<file path="config.mk">
export PLATFORM = sky130hd
export DESIGN_NAME = rv_core_top
export DESIGN_NICKNAME = d
export VERILOG_FILES = /design/src/hdl/riscv_pkg.sv /design/src/hdl/core_ifs.sv /design/src/hdl/alu_exec.sv /design/src/hdl/decoder.sv /design/src/hdl/fetch_fsm.sv /design/src/hdl/reg_file.sv /design/src/hdl/rv_core_top.sv /design/src/hdl/wb_wait_timer.sv
export SDC_FILE = /design/constraint.sdc
export NUM_CORES = 2
export LEC_CHECK = 0
export BUFFER_PORTS_ARGS = -buffer_cell sky130_fd_sc_hd__buf_2
export CAP_MARGIN = 20
export CORE_ASPECT_RATIO = 0.6
export CORE_MARGIN = 4
export CORE_UTILIZATION = 55
export DETAILED_ROUTE_END_ITERATION = 6
export PLACE_DENSITY = 0.67
export SYNTH_ARGS = -nofsm -noshare
export SYNTH_HDL_FRONTEND = slang
export SYNTH_HIERARCHICAL = 1
export SYNTH_SLANG_ARGS = --single-unit
</file>
<file path="constraint.sdc">
create_clock -name clk -period 6.25 [get_ports clk]
set_clock_uncertainty 0.1 [all_clocks]
set_input_delay 1.25 -clock clk [delete_from_list [all_inputs] [get_ports clk]]
set_output_delay 1.25 -clock clk [all_outputs]
set_load 0.05 [all_outputs]
</file>
<file path="src/hdl/riscv_pkg.sv">
`default_nettype none

package riscv_pkg;

    // data path width
    localparam int xlen = 32;

    // first fetch address out of reset
    localparam logic [xlen-1:0] reset_pc = '0;

    // unanswered strobe cycles before the bus is declared dead
    localparam int wb_timeout_cycles = 16;
    // wait counter has to reach wb_timeout_cycles itself
    localparam int wb_timer_w = $clog2(wb_timeout_cycles + 1);

    // major opcodes of the supported subset
    typedef enum logic [6:0] {
        op_reg   = 7'b0110011,
        op_imm   = 7'b0010011,
        op_lui   = 7'b0110111,
        op_auipc = 7'b0010111
    } opcode_e;

    // alu operations, shared by register and immediate forms
    typedef enum logic [3:0] {
        alu_add   = 4'd0,
        alu_sub   = 4'd1,
        alu_sll   = 4'd2,
        alu_slt   = 4'd3,
        alu_sltu  = 4'd4,
        alu_xor   = 4'd5,
        alu_srl   = 4'd6,
        alu_sra   = 4'd7,
        alu_or    = 4'd8,
        alu_and   = 4'd9,
        alu_lui   = 4'd10,
        alu_auipc = 4'd11
    } alu_op_e;

    // second alu operand select
    typedef enum logic [1:0] {
        src_rs2 = 2'd0,
        src_imm = 2'd1
    } alu_src_e;

    // fetch sequencer states
    typedef enum logic [1:0] {
        fetch_idle,
        fetch_bus,
        fetch_hold,
        fetch_fault
    } fetch_state_e;

endpackage

`default_nettype wire

</file>
<file path="src/hdl/core_ifs.sv">
`timescale 1ns/1ps
`default_nettype none

// fetched word handed from fetch to decode
interface issue_if import riscv_pkg::*; ();
    logic            valid;
    logic [xlen-1:0] pc;
    logic [xlen-1:0] instr;
    // held high by decode while a hazard is pending
    logic            stall;

    modport fetch  (output valid, pc, instr, input stall);
    modport decode (input valid, pc, instr, output stall);
endinterface

// two combinational read ports into the register file
interface rf_read_if import riscv_pkg::*; ();
    logic [4:0]      rs1_addr;
    logic [4:0]      rs2_addr;
    logic [xlen-1:0] rs1_data;
    logic [xlen-1:0] rs2_data;

    modport decode (output rs1_addr, rs2_addr, input rs1_data, rs2_data);
    modport regs   (input rs1_addr, rs2_addr, output rs1_data, rs2_data);
endinterface

// execute stage register, all driven from decoder flops
interface ex_if import riscv_pkg::*; ();
    logic            valid;
    logic [4:0]      rd;
    alu_op_e         alu_op;
    alu_src_e        alu_src;
    logic [xlen-1:0] op_a;
    logic [xlen-1:0] op_b;
    logic [xlen-1:0] imm;
    logic [xlen-1:0] pc;

    modport decode (output valid, rd, alu_op, alu_src, op_a, op_b, imm, pc);
    modport exec   (input valid, rd, alu_op, alu_src, op_a, op_b, imm, pc);
endinterface

`default_nettype wire

</file>
<file path="src/hdl/alu_exec.sv">
`timescale 1ns/1ps
`default_nettype none

module alu_exec import riscv_pkg::*;
(
    ex_if.exec              ex,
    output logic            wb_en,
    output logic [4:0]      wb_rd,
    output logic [xlen-1:0] wb_data
);

    logic [xlen-1:0] op_b;
    logic [4:0]      shamt;
    logic            lt_signed;
    logic            lt_unsigned;
    logic [xlen-1:0] result;

    // register or immediate second operand
    assign op_b = (ex.alu_src == src_imm) ? ex.imm : ex.op_b;

    // shifts only see the low five bits
    assign shamt = op_b[4:0];

    // set-less-than compares
    assign lt_signed   = $signed(ex.op_a) < $signed(op_b);
    assign lt_unsigned = ex.op_a < op_b;

    always_comb
    begin
        case (ex.alu_op)
            alu_add:   result = ex.op_a + op_b;
            alu_sub:   result = ex.op_a - op_b;
            alu_sll:   result = ex.op_a << shamt;
            alu_slt:   result = {{(xlen-1){1'b0}}, lt_signed};
            alu_sltu:  result = {{(xlen-1){1'b0}}, lt_unsigned};
            alu_xor:   result = ex.op_a ^ op_b;
            alu_srl:   result = ex.op_a >> shamt;
            // arithmetic shift keeps the sign
            alu_sra:   result = xlen'($signed(ex.op_a) >>> shamt);
            alu_or:    result = ex.op_a | op_b;
            alu_and:   result = ex.op_a & op_b;
            // upper immediate passes through
            alu_lui:   result = ex.imm;
            alu_auipc: result = ex.pc + ex.imm;
            default:   result = '0;
        endcase
    end

    // no retire for bubbles or rd of x0
    assign wb_en   = ex.valid && (ex.rd != 5'd0);
    assign wb_rd   = ex.rd;
    assign wb_data = result;

endmodule

`default_nettype wire

</file>
<file path="src/hdl/decoder.sv">
`timescale 1ns/1ps
`default_nettype none

module decoder import riscv_pkg::*;
(
    input  logic      clk,
    input  logic      reset,
    issue_if.decode   issue,
    rf_read_if.decode rf,
    ex_if.decode      ex
);

    opcode_e         opcode;
    logic [2:0]      funct3;
    logic [6:0]      funct7;
    logic [4:0]      rd;
    logic [4:0]      rs1;
    logic [4:0]      rs2;
    logic [xlen-1:0] imm;
    alu_op_e         alu_op;
    alu_src_e        alu_src;
    logic            supported;
    logic            uses_rs1;
    logic            uses_rs2;
    logic            hazard;

    // instruction fields
    assign opcode = opcode_e'(issue.instr[6:0]);
    assign rd     = issue.instr[11:7];
    assign funct3 = issue.instr[14:12];
    assign rs1    = issue.instr[19:15];
    assign rs2    = issue.instr[24:20];
    assign funct7 = issue.instr[31:25];

    // operands straight from the register file
    assign rf.rs1_addr = rs1;
    assign rf.rs2_addr = rs2;

    always_comb
    begin
        // i-type immediate unless overridden
        imm       = {{20{issue.instr[31]}}, issue.instr[31:20]};
        alu_op    = alu_add;
        alu_src   = src_imm;
        supported = 1'b0;
        uses_rs1  = 1'b0;
        uses_rs2  = 1'b0;
        case (opcode)
            op_reg:
            begin
                alu_src  = src_rs2;
                uses_rs1 = 1'b1;
                uses_rs2 = 1'b1;
                // only add/sub and srl/sra have an alternate funct7
                supported = (funct7 == 7'b0000000) ||
                            (funct7 == 7'b0100000 && (funct3 == 3'b000 || funct3 == 3'b101));
                case (funct3)
                    3'b000:  alu_op = funct7[5] ? alu_sub : alu_add;
                    3'b001:  alu_op = alu_sll;
                    3'b010:  alu_op = alu_slt;
                    3'b011:  alu_op = alu_sltu;
                    3'b100:  alu_op = alu_xor;
                    3'b101:  alu_op = funct7[5] ? alu_sra : alu_srl;
                    3'b110:  alu_op = alu_or;
                    default: alu_op = alu_and;
                endcase
            end
            op_imm:
            begin
                uses_rs1  = 1'b1;
                supported = 1'b1;
                case (funct3)
                    3'b000:  alu_op = alu_add;
                    3'b001:  alu_op = alu_sll;
                    3'b010:  alu_op = alu_slt;
                    3'b011:  alu_op = alu_sltu;
                    3'b100:  alu_op = alu_xor;
                    3'b101:  alu_op = funct7[5] ? alu_sra : alu_srl;
                    3'b110:  alu_op = alu_or;
                    default: alu_op = alu_and;
                endcase
                // shift immediates carry funct7 in the upper field
                if (funct3 == 3'b001)
                    supported = (funct7 == 7'b0000000);
                else if (funct3 == 3'b101)
                    supported = (funct7 == 7'b0000000) || (funct7 == 7'b0100000);
            end
            op_lui:
            begin
                imm       = {issue.instr[31:12], 12'b0};
                alu_op    = alu_lui;
                supported = 1'b1;
            end
            op_auipc:
            begin
                imm       = {issue.instr[31:12], 12'b0};
                alu_op    = alu_auipc;
                supported = 1'b1;
            end
            // anything else falls through as a skip
            default:
                supported = 1'b0;
        endcase
    end

    // raw hazard against the instruction now in execute
    assign hazard = issue.valid && ex.valid && (ex.rd != 5'd0) &&
                    ((uses_rs1 && rs1 == ex.rd) || (uses_rs2 && rs2 == ex.rd));
    assign issue.stall = hazard;

    // bubble on idle, stall or skipped opcode
    always_ff @(posedge clk)
    begin
        if (reset)
            ex.valid <= 1'b0;
        else
            ex.valid <= issue.valid && !hazard && supported;
    end

    // execute payload, qualified by valid
    always_ff @(posedge clk)
    begin
        ex.rd      <= rd;
        ex.alu_op  <= alu_op;
        ex.alu_src <= alu_src;
        ex.op_a    <= rf.rs1_data;
        ex.op_b    <= rf.rs2_data;
        ex.imm     <= imm;
        ex.pc      <= issue.pc;
    end

endmodule

`default_nettype wire

</file>
<file path="src/hdl/fetch_fsm.sv">
`timescale 1ns/1ps
`default_nettype none

module fetch_fsm import riscv_pkg::*;
(
    input  logic            clk,
    input  logic            reset,
    input  logic            timeout,
    output logic            wb_cyc,
    output logic            wb_stb,
    output logic [xlen-1:0] wb_adr,
    input  logic [xlen-1:0] wb_dat_i,
    input  logic            wb_ack,
    output logic            fault,
    issue_if.fetch          issue
);

    fetch_state_e    state_q;
    fetch_state_e    state_d;
    // address of the word on the bus or waiting in hold
    logic [xlen-1:0] pc_q;
    logic [xlen-1:0] instr_q;

    always_comb
    begin
        state_d = state_q;
        case (state_q)
            // one idle cycle after reset, then start fetching
            fetch_idle:
                state_d = fetch_bus;
            fetch_bus:
            begin
                // ack wins over a timeout in the same cycle
                if (wb_ack)
                    state_d = fetch_hold;
                else if (timeout)
                    state_d = fetch_fault;
            end
            // word presented, leave once decode takes it
            fetch_hold:
            begin
                if (!issue.stall)
                    state_d = fetch_bus;
            end
            // sticky until reset
            default:
                state_d = fetch_fault;
        endcase
    end

    always_ff @(posedge clk)
    begin
        if (reset)
        begin
            state_q <= fetch_idle;
            pc_q    <= reset_pc;
        end
        else
        begin
            state_q <= state_d;
            // next word once the current one is accepted
            if (state_q == fetch_hold && !issue.stall)
                pc_q <= pc_q + 32'd4;
        end
    end

    // fetched word capture
    always_ff @(posedge clk)
    begin
        if (state_q == fetch_bus && wb_ack)
            instr_q <= wb_dat_i;
    end

    // cyc and stb fall the cycle after ack
    assign wb_cyc = (state_q == fetch_bus);
    assign wb_stb = (state_q == fetch_bus);
    assign wb_adr = pc_q;
    assign fault  = (state_q == fetch_fault);

    assign issue.valid = (state_q == fetch_hold);
    assign issue.pc    = pc_q;
    assign issue.instr = instr_q;

endmodule

`default_nettype wire

</file>
<file path="src/hdl/reg_file.sv">
`timescale 1ns/1ps
`default_nettype none

module reg_file import riscv_pkg::*;
(
    input  logic            clk,
    input  logic            reset,
    rf_read_if.regs         rf,
    input  logic            wb_en,
    input  logic [4:0]      wb_rd,
    input  logic [xlen-1:0] wb_data
);

    // x0 slot is never written
    logic [xlen-1:0] regs [32];

    always_ff @(posedge clk)
    begin
        if (reset)
        begin
            for (int i = 0; i < 32; i++)
                regs[i] <= '0;
        end
        // writes to x0 dropped here
        else if (wb_en && wb_rd != 5'd0)
        begin
            regs[wb_rd] <= wb_data;
        end
    end

    // no write-through, decode stalls instead
    assign rf.rs1_data = (rf.rs1_addr == 5'd0) ? '0 : regs[rf.rs1_addr];
    assign rf.rs2_data = (rf.rs2_addr == 5'd0) ? '0 : regs[rf.rs2_addr];

endmodule

`default_nettype wire

</file>
<file path="src/hdl/rv_core_top.sv">
`timescale 1ns/1ps
`default_nettype none

module rv_core_top import riscv_pkg::*;
(
    input  logic            clk,
    input  logic            reset,
    output logic            wb_cyc,
    output logic            wb_stb,
    output logic [xlen-1:0] wb_adr,
    input  logic [xlen-1:0] wb_dat_i,
    input  logic            wb_ack,
    output logic            fault,
    output logic            retire_valid,
    output logic [4:0]      retire_rd,
    output logic [xlen-1:0] retire_data
);

    logic            timeout;
    // writeback from execute into the register file
    logic            wb_en;
    logic [4:0]      wb_rd;
    logic [xlen-1:0] wb_data;

    issue_if   issue_bus ();
    rf_read_if rf_bus ();
    ex_if      ex_bus ();

    fetch_fsm fetch_i (
        .clk      (clk),
        .reset    (reset),
        .timeout  (timeout),
        .wb_cyc   (wb_cyc),
        .wb_stb   (wb_stb),
        .wb_adr   (wb_adr),
        .wb_dat_i (wb_dat_i),
        .wb_ack   (wb_ack),
        .fault    (fault),
        .issue    (issue_bus.fetch)
    );

    // watches the strobe for a missing ack
    wb_wait_timer timer_i (
        .clk     (clk),
        .reset   (reset),
        .wb_stb  (wb_stb),
        .wb_ack  (wb_ack),
        .timeout (timeout)
    );

    decoder decoder_i (
        .clk   (clk),
        .reset (reset),
        .issue (issue_bus.decode),
        .rf    (rf_bus.decode),
        .ex    (ex_bus.decode)
    );

    reg_file reg_file_i (
        .clk     (clk),
        .reset   (reset),
        .rf      (rf_bus.regs),
        .wb_en   (wb_en),
        .wb_rd   (wb_rd),
        .wb_data (wb_data)
    );

    alu_exec alu_exec_i (
        .ex      (ex_bus.exec),
        .wb_en   (wb_en),
        .wb_rd   (wb_rd),
        .wb_data (wb_data)
    );

    // every writeback is a retire event
    assign retire_valid = wb_en;
    assign retire_rd    = wb_rd;
    assign retire_data  = wb_data;

endmodule

`default_nettype wire

</file>
<file path="src/hdl/wb_wait_timer.sv">
`timescale 1ns/1ps
`default_nettype none

module wb_wait_timer import riscv_pkg::*;
(
    input  logic clk,
    input  logic reset,
    input  logic wb_stb,
    input  logic wb_ack,
    output logic timeout
);

    // consecutive strobe cycles with no answer
    logic [wb_timer_w-1:0] count_q;

    always_ff @(posedge clk)
    begin
        if (reset)
            count_q <= '0;
        // any answer or idle bus restarts the count
        else if (!wb_stb || wb_ack)
            count_q <= '0;
        // hold at the limit
        else if (!timeout)
            count_q <= count_q + 1'b1;
    end

    assign timeout = (count_q == wb_timer_w'(wb_timeout_cycles));

endmodule

`default_nettype wire

</file>
Word level (Yosys, flattened, before mapping)

Memories as Yosys holds them, arrays and structs flattened. A register that Yosys moved wholly into a read port is not among the register bits.
Index checks and enable logic that the tools add are counted.
Widths: inputs -> output; s select.

Add/subtract/negate cells: 5
Order comparisons: 2
Equal/unequal tests: 31
Shifts and indexed selects: 3
Mux-type cells: 26
Bitwise operators: 3
Reductions and logical operators: 30

Operator list:

| kind                  | number |
|---|---|
| $pmux 32 s12          | 1 |
| $add 32x32->32        | 2 |
| $lt 32x32->1          | 2 |
| $mux 32               | 2 |
| $pmux 4 s7            | 2 |
| $add 32x3->32 const B | 1 |
| $and 32x32->32        | 1 |
| $or 32x32->32         | 1 |
| $reduce_or 32->1      | 1 |
| $shl 32x5->32         | 1 |
| $shr 32x5->32         | 1 |
| $sshr 32x5->32        | 1 |
| $sub 32x32->32        | 1 |
| $xor 32x32->32        | 1 |
| $mux 31               | 1 |
| $eq 7x6->1 const B    | 3 |
| $eq 4x3->1 const B    | 4 |
| $eq 4x4->1 const B    | 4 |
| $pmux 4 s4            | 1 |
| $eq 7x5->1 const B    | 2 |
| $mux 1                | 13 |
| $logic_and 1x1->1     | 11 |
| $eq 5x5->1            | 2 |
| $logic_not 5->1       | 2 |
| 25 further kinds      | 39 |

Bits in registers: 146
RAM bits: 1024
Input port bits: 35
Word-level logic and storage cells: 112
Memories: 1

Memories:

| name            | depth | width | read ports | clocked after memory_dff | wr ports | line           | text |
|---|---|---|---|---|---|---|---|
| reg_file_i.regs | 32    | 32    | 2          | 2                        | 32       | reg_file.sv:15 | `logic [xlen-1:0] regs [32];` |

Depth between registers and ports, before layout

Word-level depth: 9
Mapped depth: 23
Depth with buffers taken out: 15

Modules after synthesis

Netlist, hierarchy kept.

By module, submodules not included:

| module        | times used | cells each | area an instance (sq um) | sequential area each (sq um) |
|---|---|---|---|---|
| reg_file      | 1          | 3502       | 54253.3                  | 30749.5 |
| alu_exec      | 1          | 1788       | 11738.8                  | 0.0 |
| decoder       | 1          | 239        | 3444.6                   | 2782.7 |
| fetch_fsm     | 1          | 250        | 2802.7                   | 1601.5 |
| wb_wait_timer | 1          | 24         | 236.5                    | 100.1 |

Least setup slack after synthesis

No wires, ideal clock.

Path type: register to output
Start point: register decoder_i.ex.alu_src[0]
End point: output port retire_data[30]
Arrival time: 4.761 ns
Required time: 4.900 ns
Path slack: 0.139 ns
Stages on the path, launching flop included: 20
Buffers on the path: 5
Cells stage by stage: dfxtp_1 > nand2b_1 > buf_6 > buf_6 > clkbuf_1 > buf_1 > nand2_1 > nand2_1 > inv_1 > ha_1 > clkbuf_1 > or2_2 > nor2_1 > a311o_1 > a221oi_1 > nand4b_1 > a311oi_2 > nor4b_1 > nor3_1 > o211ai_1

Word-level cells in the longest chain between the ends: 4
Elaborated cells between the ends (all ways): 11
Those cells by class: add/sub: 2; eq/ne: 1; shift: 3; mux: 2; bitwise: 3

Ends and longest elaborated chain:

| element                                      | line              | text |
|---|---|---|
| from (decl)                                  | core_ifs.sv:38    | `modport decode (output valid, rd, alu_op, alu_src, op_a, op_b, imm, pc);` |
| $eq 1x1->1 *                                 | alu_exec.sv:19    | `assign op_b = (ex.alu_src == src_imm) ? ex.imm : ex.op_b;` |
| $mux 32 *                                    | alu_exec.sv:19    |  |
| $sub 32x32->32, or another cell as far along | alu_exec.sv:32    | `alu_sub: result = ex.op_a - op_b;` |
| $pmux 32 s12 *                               | alu_exec.sv:30    | `case (ex.alu_op)` |
| to (decl)                                    | rv_core_top.sv:16 | `output logic [xlen-1:0] retire_data` |

Mark *: on every way between the ends. The rest lies on a longest branch, timed or not.

Final worst setup path

Start point: register decoder_i.ex.op_a[28] (read register of reg_file_i.regs)
End point: output port retire_data[3]

Word-level cells in the longest chain between the ends: 2
Elaborated cells between the ends (all ways): 4
Those cells by class: shift: 3; mux: 1

Ends and longest elaborated chain:

| element                                      | line           | text |
|---|---|---|
| from (decl)                                  | core_ifs.sv:38 |  |
| $sshr 32x5->32, or another cell as far along | alu_exec.sv:39 | `alu_sra: result = xlen'($signed(ex.op_a) >>> shamt);` |
| $pmux 32 s12 *                               | alu_exec.sv:30 |  |

Marked as above.

==> results.sh <==
export IMPL_status="finished, violations left"
export IMPL_failed_checks="DRC, setup timing"
export IMPL_portBuffers=105
export IMPL_core_area_mm2=0.130
export IMPL_period_needed_ps=6350
export IMPL_grt_pass1_vias=51200
export IMPL_ant_nets=0
export IMPL_finalSetupViolCount=4
export IMPL_hold_class="flop to flop"
export IMPL_ys_seq_area_share_pct=48.6
export IMPL_syn2layout_area_growth_pct=11.1
export IMPL_avgViaCountPerCell=7.21
export IMPL_drt_iter0_markers=9586
export IMPL_vias=55300
export IMPL_synthCells=5803
export IMPL_die_w_um=477
export IMPL_postCtsHoldBufs=0
export IMPL_synthTopCellsByArea="edfxtp_1 44%, mux4_2 15%, and2_1 8.7%, dfxtp_1 4.9%, mux2i_1 3.9%"
export IMPL_synthFlopType="edfxtp_1"
export IMPL_dpl_instance_area_mm2=0.0756
export IMPL_rows=102
export IMPL_yosysUniqueCellTypes=108
export IMPL_drive_gt1_share_pct=23.7
export IMPL_syn_area_mm2=0.0725
export IMPL_mostFrequentLayoutCells="1056 x edfxtp_1, 1006 x and2_1, 486 x mux4_2, 350 x buf_4, 276 x mux2i_1"
export IMPL_setup_tns_ps=-173
export IMPL_synth_seq_cells=1232
export IMPL_cts_buffers=112
export IMPL_fin_ws_ps=-103
export IMPL_arrival_ps=5000
export IMPL_wl_per_cell_um=38.0
export IMPL_grtUsageMet2_pct=52.1
export IMPL_root_buffer="clkbuf_16"
export IMPL_yosys_area_top_type="edfxtp_1"
export IMPL_hold_viol=0
export IMPL_num_nets_final=6021
export IMPL_met1_usage_pct=63.6
export IMPL_syn_avg_cell_area_um2=12.5
export IMPL_clk_latency_ps=760
export IMPL_top_usage_layer="met1"
export IMPL_htree_levels=3
export IMPL_dpl_hpwl_um=202000
export IMPL_grt_usage_pct=41.3
export IMPL_fmax_mhz=157
export IMPL_drt_wl_total_um=292000
export IMPL_crit_type="flop to primary output"
export IMPL_start_util_pct=55.8
export IMPL_cts_tree="done"
export IMPL_ios=108
export IMPL_peakVddDrop_uv=355
export IMPL_crit_path_end_kind="primary output"
export IMPL_drt_pass1_iterations=7
export IMPL_die_area_mm2=0.138
export IMPL_cts_buffer_depth=3
export IMPL_gr_usage_met3_pct=18.3
export IMPL_grt_pass1_wl_um=401000
export IMPL_yosysTopAreaCellShare_pct=43.8
export IMPL_synth_edf_count=1056
export IMPL_slew_viol_final=0
export IMPL_clock_sinks=1232
export IMPL_tightest_slew_ps=1270
export IMPL_drc=1
export IMPL_place_ws_ps=90.4
export IMPL_period_share_pct=102
export IMPL_design_area_mm2=0.0805
export IMPL_antenna_found_initial=21
export IMPL_max_slew_margin_pct=15.2
export IMPL_grt_max_degree=111
export IMPL_place_congestion=1.09
export IMPL_yosys_warnings=6
export IMPL_startpoint_type="flop"
export IMPL_cap_violations=0
export IMPL_min_path_cells=0
export IMPL_rr_worst_depth=15
export IMPL_grt_overflow=0
export IMPL_layout_commonest_cell="edfxtp_1"
export IMPL_cp_max_fo=8
export IMPL_rsz0062_at_grt="true"
export IMPL_fin_util_pct=62.0
export IMPL_die_h_um=289
export IMPL_clkSlewWorstSetupHoldPaths_ps=70
export IMPL_async_reset_ff_share_pct=0
export IMPL_holdWs_ps=236
export IMPL_power_density_mw_per_mm2=272
export IMPL_p_leak_nw=30.2
export IMPL_crit_required_ps=4900
==> critical path: stages, from the launching register on <==
cell and delay (ps):
dfxtp_1 730, inv_1 410, a211oi_1 570, a211oi_1 210
o31ai_1 580, a22oi_1 450, o22ai_1 430, a221o_1 490
buf_2 350
==> path summary, 6_finish.rpt <==
kind | startpoint | to | slack [ps]
max | decoder_i/ex.op_a[28] | retire_data[3] | -100
min | fetch_i/issue.instr[9] | decoder_i/ex.rd[2] | 240
max reg2reg | decoder_i/ex.alu_src[0] | reg_file_i/regs[5][28] | 1390
min reg2reg | fetch_i/issue.instr[9] | decoder_i/ex.rd[2] | 240
==> power by group <==
part,internal (W),switching [W],total [W]
clock,0.00403,0.00327,0.00730
combinational,0.00165,0.00345,0.00509
sequential,0.00921,0.000291,0.00950
==> routing by layer <==
layer  part of all wire, %  routed length (µm)
met1                    41              121000
met2                    38              110000
met3                    18               51900
met4                   3.1                8970
met5                 0.084                 246
==> state kept, by name, indices dropped and copies added (netlist names), 2 cells and up <==
signal	cells
decoder_i/ex.alu_op	4
decoder_i/ex.imm	32
decoder_i/ex.op_a	32
decoder_i/ex.op_b	32
decoder_i/ex.pc	32
decoder_i/ex.rd	5
fetch_i/issue.instr	32
fetch_i/issue.pc	30
fetch_i/state_q	2
reg_file_i/regs	1024
timer_i/count_q	5
==> per-stage QoR <==
stage / total power [W] / cells
after CTS: 0.0215 / 7630
after detailed placement: 0.0143 / 7413
after global placement: 0.0143 / 7413
after floorplan: 0.0123 / 5837
final: 0.0219 / 7673
after global routing: 0.0224 / 7667
==> what timing repair did <==
item                                    CTS  global route
pin swaps                                12            43
endpoints found under the setup margin   21            20
cloned                                    0             3
resized for setup                        63           105
buffers inserted                          6            32
==> cell usage after synthesis (53+ instances only) <==
cell type     n
edfxtp_1   1056
and2_1     1007
mux4_2      486
clkbuf_1    367
mux2i_1     279
nand2_1     244
nor2_1      221
dfxtp_1     176
a21oi_1     169
ha_1        131
inv_1       127
o22ai_1     125
o21ai_0     108
nor3_1      106
buf_4        93
buf_2        65
a22o_1       57
nand3_1      53
==> kinds of logic (layout without fill, tap and decap cells) <==
kind of cell | Yosys count | after routing | synth area share, %
simple gates | 1894 | 1894 | 14.7
flops | 1232 | 1232 | 48.6
compound gates | 966 | 966 | 9.45
mux | 815 | 815 | 19.7
buf+inv | 709 | 822 | 4.54
fa+ha+maj | 133 | 133 | 2.32
xor+xnor | 51 | 51 | 0.616
other cells | 3 | 44 | 0.0155
==> layout make-up <==
cell class,instances,area [µm²]
flip-flops and latches,1232,35200
diodes,7,17.5
repair buffers,479,3780
clock buffers,138,2990
inverters,132,522
fillers,10000,49400
multi-input cells,3896,35000
clock inverters,73,803
well taps,1716,2150
(Power assumes the default switching activity.)
